## src/rtl/rack_pkg.sv

```systemverilog
`default_nettype none

package rack_pkg;

    // one full host word: parameters, rates, currents and counts
    typedef logic [31:0] word_t;

    // one wire-in word from the host side
    typedef logic [15:0] half_t;

    // trigger strobe vector, one bit per loadable parameter
    typedef logic [15:0] trig_t;

    // registered FIFO status pair
    typedef logic [1:0] fifo_flags_t;

    // bit positions inside fifo_flags_t
    localparam int FIFO_AFULL_BIT  = 0;
    localparam int FIFO_AEMPTY_BIT = 1;

    // trigger bit assignment
    localparam int TRIG_GAIN_IA   = 1;
    localparam int TRIG_OFFSET_IA = 3;
    localparam int TRIG_OFFSET_II = 6;
    localparam int TRIG_TICK_DIV  = 7;
    localparam int TRIG_GAIN_II   = 10;

    // reset defaults, offsets in pulses per second
    localparam word_t DEF_OFFSET_IA = 32'd70;
    localparam word_t DEF_OFFSET_II = 32'd50;

    // gains in Q16.16, 1.2 and 2.0
    localparam word_t DEF_GAIN_IA = 32'd78643;
    localparam word_t DEF_GAIN_II = 32'd131072;

    // 381 cycles per tick gives half real-time speed on the rack
    localparam word_t DEF_TICK_DIV = 32'd381;

    // fraction width of the gain words
    localparam int GAIN_FRAC_BITS = 16;

    // rate to neuron current scaling
    localparam int CURRENT_SHIFT = 6;

    // low current bits replaced with pseudo-random dither
    localparam int DITHER_BITS = 11;

    // galois feedback mask for x^32 + x^22 + x^2 + x + 1
    localparam word_t LFSR_TAPS = 32'h8020_0003;

    // per-channel seeds, must differ and be nonzero
    localparam word_t LFSR_SEED_IA = 32'hace1_2f0d;
    localparam word_t LFSR_SEED_II = 32'h5b3c_96e7;

endpackage

`default_nettype wire

```

## src/rtl/param_decode.sv

```systemverilog
`default_nettype none

module param_decode import rack_pkg::*;
(
    input  wire         ep50trig,
    input  wire         reset_global,
    input  wire trig_t  i_trig,
    input  wire half_t  i_wire_hi,
    input  wire half_t  i_wire_lo,
    output word_t       o_offset_ia,
    output word_t       o_offset_ii,
    output word_t       o_gain_ia,
    output word_t       o_gain_ii,
    output word_t       o_tick_div
);

    // joined wire-in pair, hi word on top
    word_t load_word;

    // per-parameter load enables
    logic  load_offset_ia;
    logic  load_offset_ii;
    logic  load_gain_ia;
    logic  load_gain_ii;
    logic  load_tick_div;

    assign load_word = {i_wire_hi, i_wire_lo};

    // unassigned trigger bits simply have no enable
    assign load_offset_ia = i_trig[TRIG_OFFSET_IA];
    assign load_offset_ii = i_trig[TRIG_OFFSET_II];
    assign load_gain_ia   = i_trig[TRIG_GAIN_IA];
    assign load_gain_ii   = i_trig[TRIG_GAIN_II];
    assign load_tick_div  = i_trig[TRIG_TICK_DIV];

    // offsets subtracted from the raw afferent rates
    always_ff @(posedge ep50trig or posedge reset_global)
    begin
        if (reset_global)
        begin
            o_offset_ia <= DEF_OFFSET_IA;
            o_offset_ii <= DEF_OFFSET_II;
        end
        else
        begin
            // several strobes in one cycle all load the same word
            if (load_offset_ia)
                o_offset_ia <= load_word;
            if (load_offset_ii)
                o_offset_ii <= load_word;
        end
    end

    // Q16.16 gains
    always_ff @(posedge ep50trig or posedge reset_global)
    begin
        if (reset_global)
        begin
            o_gain_ia <= DEF_GAIN_IA;
            o_gain_ii <= DEF_GAIN_II;
        end
        else
        begin
            if (load_gain_ia)
                o_gain_ia <= load_word;
            if (load_gain_ii)
                o_gain_ii <= load_word;
        end
    end

    // millisecond tick period in clock cycles
    always_ff @(posedge ep50trig or posedge reset_global)
    begin
        if (reset_global)
            o_tick_div <= DEF_TICK_DIV;
        else if (load_tick_div)
            o_tick_div <= load_word;
    end

    // a zero period would stall the monitor tick and the time tag behind it
    a_tick_div_nonzero : assert property (
        @(posedge ep50trig) disable iff (reset_global)
        o_tick_div != '0
    ) else $error("tick divider loaded with zero");

endmodule

`default_nettype wire

```

## src/rtl/afferent_current.sv

```systemverilog
`default_nettype none

module afferent_current import rack_pkg::*;
#(
    parameter word_t LFSR_SEED = LFSR_SEED_IA
)
(
    input  wire         ep50trig,
    input  wire         reset_global,
    input  wire         i_sim_reset,
    input  wire word_t  i_rate,
    input  wire word_t  i_offset,
    input  wire word_t  i_gain,
    output word_t       o_current
);

    // stage 1 result, signed rate minus offset
    word_t diff_q;

    // full signed product, gain taken as unsigned by a zero top bit
    logic signed [64:0] prod;

    // product with the Q16.16 fraction dropped
    logic signed [64:0] prod_int;

    // integer rate scaled up to neuron current
    word_t scaled;

    // dither source
    word_t lfsr_q;
    word_t lfsr_next;

    // stage 1
    always_ff @(posedge ep50trig)
    begin
        diff_q <= word_t'($signed(i_rate) - $signed(i_offset));
    end

    // gain applied to the registered difference
    assign prod = $signed(diff_q) * $signed({1'b0, i_gain});

    // arithmetic shift keeps negative rates negative
    assign prod_int = prod >>> GAIN_FRAC_BITS;

    assign scaled = prod_int[31:0] << CURRENT_SHIFT;

    // right-shifting galois step
    always_comb
    begin
        if (lfsr_q[0])
            lfsr_next = (lfsr_q >> 1) ^ LFSR_TAPS;
        else
            lfsr_next = lfsr_q >> 1;
    end

    // free running, one step per clock
    always_ff @(posedge ep50trig or posedge reset_global)
    begin
        if (reset_global)
            lfsr_q <= LFSR_SEED;
        else if (i_sim_reset)
            lfsr_q <= LFSR_SEED;
        else
            lfsr_q <= lfsr_next;
    end

    // stage 2
    // upper bits carry the current, low bits are noise so neurons do not phase-lock
    always_ff @(posedge ep50trig)
    begin
        o_current <= {scaled[31:DITHER_BITS], lfsr_q[DITHER_BITS-1:0]};
    end

    // a zero state would lock the generator and freeze the dither
    a_lfsr_nonzero : assert property (
        @(posedge ep50trig) disable iff (reset_global)
        lfsr_q != '0
    ) else $error("dither lfsr reached the all-zero state");

endmodule

`default_nettype wire

```

## src/rtl/rack_monitor.sv

```systemverilog
`default_nettype none

module rack_monitor import rack_pkg::*;
(
    input  wire         ep50trig,
    input  wire         reset_global,
    input  wire         i_sim_reset,
    input  wire word_t  i_tick_div,
    input  wire         i_spike_ia,
    input  wire         i_spike_ii,
    input  wire         i_fifo_almost_full,
    input  wire         i_fifo_almost_empty,
    output logic        o_tick,
    output word_t       o_time_tag,
    output word_t       o_spike_count_ia,
    output word_t       o_spike_count_ii,
    output fifo_flags_t o_fifo_flags
);

    // cycle count inside the current tick period
    word_t div_cnt;

    // last count of the period
    // >= so that a smaller divider loaded mid-period still wraps
    logic  div_wrap;

    assign div_wrap = (div_cnt >= i_tick_div - 32'd1);

    // tick and time tag move on the same edge
    // sim reset leaves both alone
    always_ff @(posedge ep50trig or posedge reset_global)
    begin
        if (reset_global)
        begin
            div_cnt    <= '0;
            o_tick     <= 1'b0;
            o_time_tag <= '0;
        end
        else if (div_wrap)
        begin
            div_cnt    <= '0;
            o_tick     <= 1'b1;
            o_time_tag <= o_time_tag + 32'd1;
        end
        else
        begin
            div_cnt <= div_cnt + 32'd1;
            o_tick  <= 1'b0;
        end
    end

    // one count per cycle with the spike input high
    always_ff @(posedge ep50trig or posedge reset_global)
    begin
        if (reset_global)
        begin
            o_spike_count_ia <= '0;
            o_spike_count_ii <= '0;
        end
        else if (i_sim_reset)
        begin
            o_spike_count_ia <= '0;
            o_spike_count_ii <= '0;
        end
        else
        begin
            o_spike_count_ia <= o_spike_count_ia + word_t'(i_spike_ia);
            o_spike_count_ii <= o_spike_count_ii + word_t'(i_spike_ii);
        end
    end

    // FIFO status, one register stage
    always_ff @(posedge ep50trig or posedge reset_global)
    begin
        if (reset_global)
            o_fifo_flags <= '0;
        else
        begin
            o_fifo_flags[FIFO_AFULL_BIT]  <= i_fifo_almost_full;
            o_fifo_flags[FIFO_AEMPTY_BIT] <= i_fifo_almost_empty;
        end
    end

    // with a period above one cycle the tick is a single-cycle pulse
    a_tick_single_cycle : assert property (
        @(posedge ep50trig) disable iff (reset_global)
        (o_tick && (i_tick_div > 32'd1)) |=> (!o_tick || (i_tick_div <= 32'd1))
    ) else $error("tick held high for two cycles");

endmodule

`default_nettype wire

```

## src/rtl/rack_core.sv

```systemverilog
`default_nettype none

module rack_core import rack_pkg::*;
(
    input  wire              ep50trig,
    input  wire              reset_global,
    input  wire              i_sim_reset,
    input  wire trig_t       i_trig,
    input  wire half_t       i_wire_hi,
    input  wire half_t       i_wire_lo,
    input  wire word_t       i_rate_ia,
    input  wire word_t       i_rate_ii,
    input  wire              i_spike_ia,
    input  wire              i_spike_ii,
    input  wire              i_fifo_almost_full,
    input  wire              i_fifo_almost_empty,
    output wire word_t       o_current_ia,
    output wire word_t       o_current_ii,
    output wire              o_tick,
    output wire word_t       o_time_tag,
    output wire word_t       o_spike_count_ia,
    output wire word_t       o_spike_count_ii,
    output wire fifo_flags_t o_fifo_flags
);

    // registered parameters from the trigger bank
    wire word_t offset_ia;
    wire word_t offset_ii;
    wire word_t gain_ia;
    wire word_t gain_ii;
    wire word_t tick_div;

    param_decode u_param_decode (
        .ep50trig     (ep50trig),
        .reset_global (reset_global),
        .i_trig       (i_trig),
        .i_wire_hi    (i_wire_hi),
        .i_wire_lo    (i_wire_lo),
        .o_offset_ia  (offset_ia),
        .o_offset_ii  (offset_ii),
        .o_gain_ia    (gain_ia),
        .o_gain_ii    (gain_ii),
        .o_tick_div   (tick_div)
    );

    // Ia channel, primary endings
    afferent_current #(.LFSR_SEED(LFSR_SEED_IA)) afferent_ia (
        .ep50trig     (ep50trig),
        .reset_global (reset_global),
        .i_sim_reset  (i_sim_reset),
        .i_rate       (i_rate_ia),
        .i_offset     (offset_ia),
        .i_gain       (gain_ia),
        .o_current    (o_current_ia)
    );

    // II channel, secondary endings, own seed so the dither is uncorrelated
    afferent_current #(.LFSR_SEED(LFSR_SEED_II)) afferent_ii (
        .ep50trig     (ep50trig),
        .reset_global (reset_global),
        .i_sim_reset  (i_sim_reset),
        .i_rate       (i_rate_ii),
        .i_offset     (offset_ii),
        .i_gain       (gain_ii),
        .o_current    (o_current_ii)
    );

    rack_monitor u_rack_monitor (
        .ep50trig            (ep50trig),
        .reset_global        (reset_global),
        .i_sim_reset         (i_sim_reset),
        .i_tick_div          (tick_div),
        .i_spike_ia          (i_spike_ia),
        .i_spike_ii          (i_spike_ii),
        .i_fifo_almost_full  (i_fifo_almost_full),
        .i_fifo_almost_empty (i_fifo_almost_empty),
        .o_tick              (o_tick),
        .o_time_tag          (o_time_tag),
        .o_spike_count_ia    (o_spike_count_ia),
        .o_spike_count_ii    (o_spike_count_ii),
        .o_fifo_flags        (o_fifo_flags)
    );

endmodule

`default_nettype wire

```

## config.mk

```make
export PLATFORM = sky130hd
export DESIGN_NAME = rack_core
export DESIGN_NICKNAME = d
export VERILOG_FILES = /design/src/rtl/rack_pkg.sv /design/src/rtl/param_decode.sv /design/src/rtl/afferent_current.sv /design/src/rtl/rack_monitor.sv /design/src/rtl/rack_core.sv
export SDC_FILE = /design/constraint.sdc
export NUM_CORES = 2
export LEC_CHECK = 0
export ABC_CLOCK_PERIOD_IN_PS = 35000
export BUFFER_PORTS_ARGS = -buffer_cell sky130_fd_sc_hd__buf_4
export CORE_ASPECT_RATIO = 0.9
export CORE_MARGIN = 3
export CORE_UTILIZATION = 65
export CTS_CLUSTER_SIZE = 30
export DETAILED_ROUTE_END_ITERATION = 10
export PLACE_DENSITY = 0.83
export RECOVER_POWER = 25
export SYNTH_ARGS = -nofsm -noshare
export SYNTH_HDL_FRONTEND = slang
export SYNTH_SLANG_ARGS = --single-unit
```

## constraint.sdc

```tcl
create_clock -name ep50trig -period 35 [get_ports ep50trig]
set_clock_uncertainty 0.15 [all_clocks]
set_input_delay 5.25 -clock ep50trig [delete_from_list [all_inputs] [get_ports ep50trig]]
set_output_delay 5.25 -clock ep50trig [all_outputs]
set_load 0.01 [all_outputs]
```

==> run summary <==
Synth cell types = 77
Grt total ovfl = 0
CP max-delay cell = clkinvlp_2
TNS Setup = 0 ns
Root Driver = clkbuf_16
Max Slew Vio Count = 484
Clock buffer count from CTS = 52
Syn_area_per_cell = 9.630 µm²
Sequential area share after synthesis = 16.66%
Die ar. = 0.1103 mm²
Final Setup Violations = 0
FP Rows = 112
PortBufs = 270
Detail Route Antenna Nets = 0
CP Max Fanout = 133
RePlAce Congestion = 0.9382
Startpoint types = input pin
Compound-Gate Fraction of Synth Area = 3.602%
Synth Area in Adders = 46.91%
Core Area = 0.1045 mm²
Largest net degree at the start of global routing = 134
DR vias = 50.12k
RSZ-0062 raised after global routing = false
Mapped cell area = 0.06916 mm²
Post-CTS Setup Inserts = 0
EDFF count, synth = 0
Clk Latency, worst-skew pair = 0.70 ns
Top delay family on crit path = buffers and inverters
Clk slew on worst S/H paths = 0.06 ns
DRT iter0 DRCs = 4216
CTS tree = yes
CP endpoint kind = async pin
Worst slew margin = -273.4%
Hold Crit Class = reg -> reg
Share of layout cells above drive strength 1 = 8.764%
CTS Buffer Depth = 3
Syn. warnings = 0
WS Path Type = in -> async
DRT Pass-1 Iters = 6
Async set-reset flop share out of synthesis = 73.50%
Worst Tran Pin Value = 5.571 ns
H-tree depth = 2
Final Cycle Share = 29.02%
Average via count per standard cell = 5.792
Max Freq = 98.47 MHz
Req. time, crit path = 35.47 ns
Main combinational cell family by area after synthesis = adder cells
Dpl cells = 8550
Max Cap Viol = 8
Die Wd = 349.8 µm
Simple-gate share of the synthesized area = 17.22%
Status = complete, but fails checks
Crit-path max cell delay = 3.08 ns
Post_cts resized = 0
# clock sinks = 483
Most common cell after layout, fill and taps aside = inv_1
Most frequent cells in the layout = inv_1 (1462), fa_1 (1340), and2_1 (975)
# DRC = 0
Cell Count, Final, Fillers Out = 8654
Hold_buf cts = 0
Number of global-route vias before repair = 55.28k
Failing checks = max-capacitance violations, max-slew violations
Initial antenna violation count = 14
Global-route wire length before repair = 297.4 mm
Predominant post-synthesis flop cell = dfrtp_1
Starting Density = 66.15%
Final HPWL DP = 138.0 mm
Cell mode on critical path = buf_4
Syn Inst Count = 7181
Nets = 9144
Wire per inst = 21.15 µm
Critical Path AT = 10.62 ns
CP Buf/Inv Count = 4
Final Critical Period = 10.16 ns
Post-Route WL = 183.0 mm
Chip height = 315.4 µm
Final Hold Vio Count = 0
XOR/XNOR Fraction of Synth Area = 4.154%
Total GRT Usage = 34.74%
Synthesis-to-finish area growth = 7.051%
CP cell instances = clkbuf_4, clkinvlp_2, buf_4, buf_4
Ports = 282
Mux contribution to synthesized area = 1.612%
Synth Register Bits = 483
Syn_nets = 9089
[metrics by stage]
stage                     util, %  hold WS, ns  cell area [µm²]  setup slack, ns
final                       70.82       0.2185            74030            24.84
after global routing        70.80       0.2251            74020            23.92
after CTS                   70.89       0.2171            74110            25.91
after detailed placement    69.08       0.1995            72220            25.93
after global placement      69.08       0.1953            72220            26.07
after floorplan                 -       0.1891            69160            19.85
[path summary, 6_finish.rpt]
| kind | startpoint | to | slack, ns | cells past startpoint |
|---|---|---|---|---|
| max | reset_global | u_rack_monitor.o_time_tag[30]$_DFFE_PP0N_ | 24.84 | 4 |
| min | afferent_ia.lfsr_q[5]$_DFF_PP0_ | afferent_ia.o_current[5]$_DFF_P_ | 0.22 | 0 |
| max reg2reg | u_param_decode.o_gain_ia[9]$_DFFE_PP1P_ | afferent_ia.o_current[29]$_DFF_P_ | 25.86 | 24 |
| min reg2reg | afferent_ia.lfsr_q[5]$_DFF_PP0_ | afferent_ia.o_current[5]$_DFF_P_ | 0.22 | 0 |
| max in group ep50trig | u_param_decode.o_gain_ia[9]$_DFFE_PP1P_ | afferent_ia.o_current[29]$_DFF_P_ | 25.86 | 24 |
| min in group asynchronous | reset_global | afferent_ia.lfsr_q[12]$_DFF_PP0_ | 6.14 | 2 |
[final cells by class]
type | instances | area (µm²)
multi-input combinational | 4884 | 50780
fill | 7515 | 30510
sequential | 483 | 11530
inverter | 1464 | 5497
timing repair buffer | 351 | 2605
tap | 1368 | 1712
clock buffer | 66 | 1414
clock inverter | 32 | 474.2
antenna | 6 | 15.01
[logic make-up after synthesis]
| group | count (synthesis) |
|---|---|
| fa+ha+maj | 1789 |
| xor+xnor | 328 |
| mux | 99 |
| simple gates | 2269 |
| buf+inv | 1814 |
| flops | 483 |
| compound gates | 399 |
[registers in the layout, indices dropped and copies added, names as in the netlist]
name / cells
u_param_decode.o_gain_ia: 32
afferent_ia.o_current: 32
u_param_decode.o_offset_ia: 32
u_rack_monitor.div_cnt: 32
afferent_ii.diff_q: 32
u_rack_monitor.o_spike_count_ia: 32
afferent_ii.lfsr_q: 32
u_param_decode.o_tick_div: 32
afferent_ii.o_current: 32
u_param_decode.o_gain_ii: 32
u_rack_monitor.o_tick: 1
afferent_ia.lfsr_q: 32
u_rack_monitor.o_time_tag: 32
u_rack_monitor.o_fifo_flags: 2
u_param_decode.o_offset_ii: 32
u_rack_monitor.o_spike_count_ii: 32
afferent_ia.diff_q: 32
[metal layers]
| layer | track usage, % | vias up | routed length (µm) |
|---|---|---|---|
| li1 | - | 21390 | - |
| met1 | 46.06 | 25530 | 69060 |
| met2 | 54.24 | 2652 | 83190 |
| met3 | 9.500 | 541 | 21680 |
| met4 | 15.14 | 12 | 9033 |
| met5 | 0 | - | 82 |
[worst reg2reg max path, stage by stage (launching register included)]
cell and delay, ns:
dfstp_2 1.14, nand2_1 0.20, fa_1 0.46, inv_1 0.08, fa_1 0.44, fa_1 0.51
inv_1 0.05, fa_1 0.47, inv_1 0.05, fa_1 0.49, inv_1 0.05, fa_1 0.57
inv_1 0.07, fa_1 0.49, fa_1 0.42, ha_1 0.31, nand3_1 0.08, a2111oi_0 0.89
o2111ai_1 0.48, a21oi_1 0.31, or2_2 0.19, o211ai_1 0.34, o221ai_1 0.47, a21oi_1 0.14
xnor2_1 0.15
[synth_stat cells (all sizes together), types with 16 or more instances]
cell	count	area [µm²]
clkbuf	337	1265
nor2	169	634.4
o21bai	16	120.1
xor2	110	963.4
nor2b	50	312.8
nand2b	32	207.7
o21a	20	150.1
and3	42	262.8
o21ai	129	645.6
dfrtp	297	7432
nand4	48	300.3
xnor2	218	1909
nor3	24	130.1
nand3	67	340.3
mux2	99	1115
ha	449	5618
a21oi	100	500.5
and2	975	6100
inv	1463	5492
dfxtp	128	2562
fa	1340	26830
or3	16	100.1
a21o	53	397.9
or2	37	231.5
dfstp	58	1524
nand2	763	2867
Power is left out: the tool's default activity adds up to more than one toggle a clock period on the data nets, which glitch-free logic cannot reach.
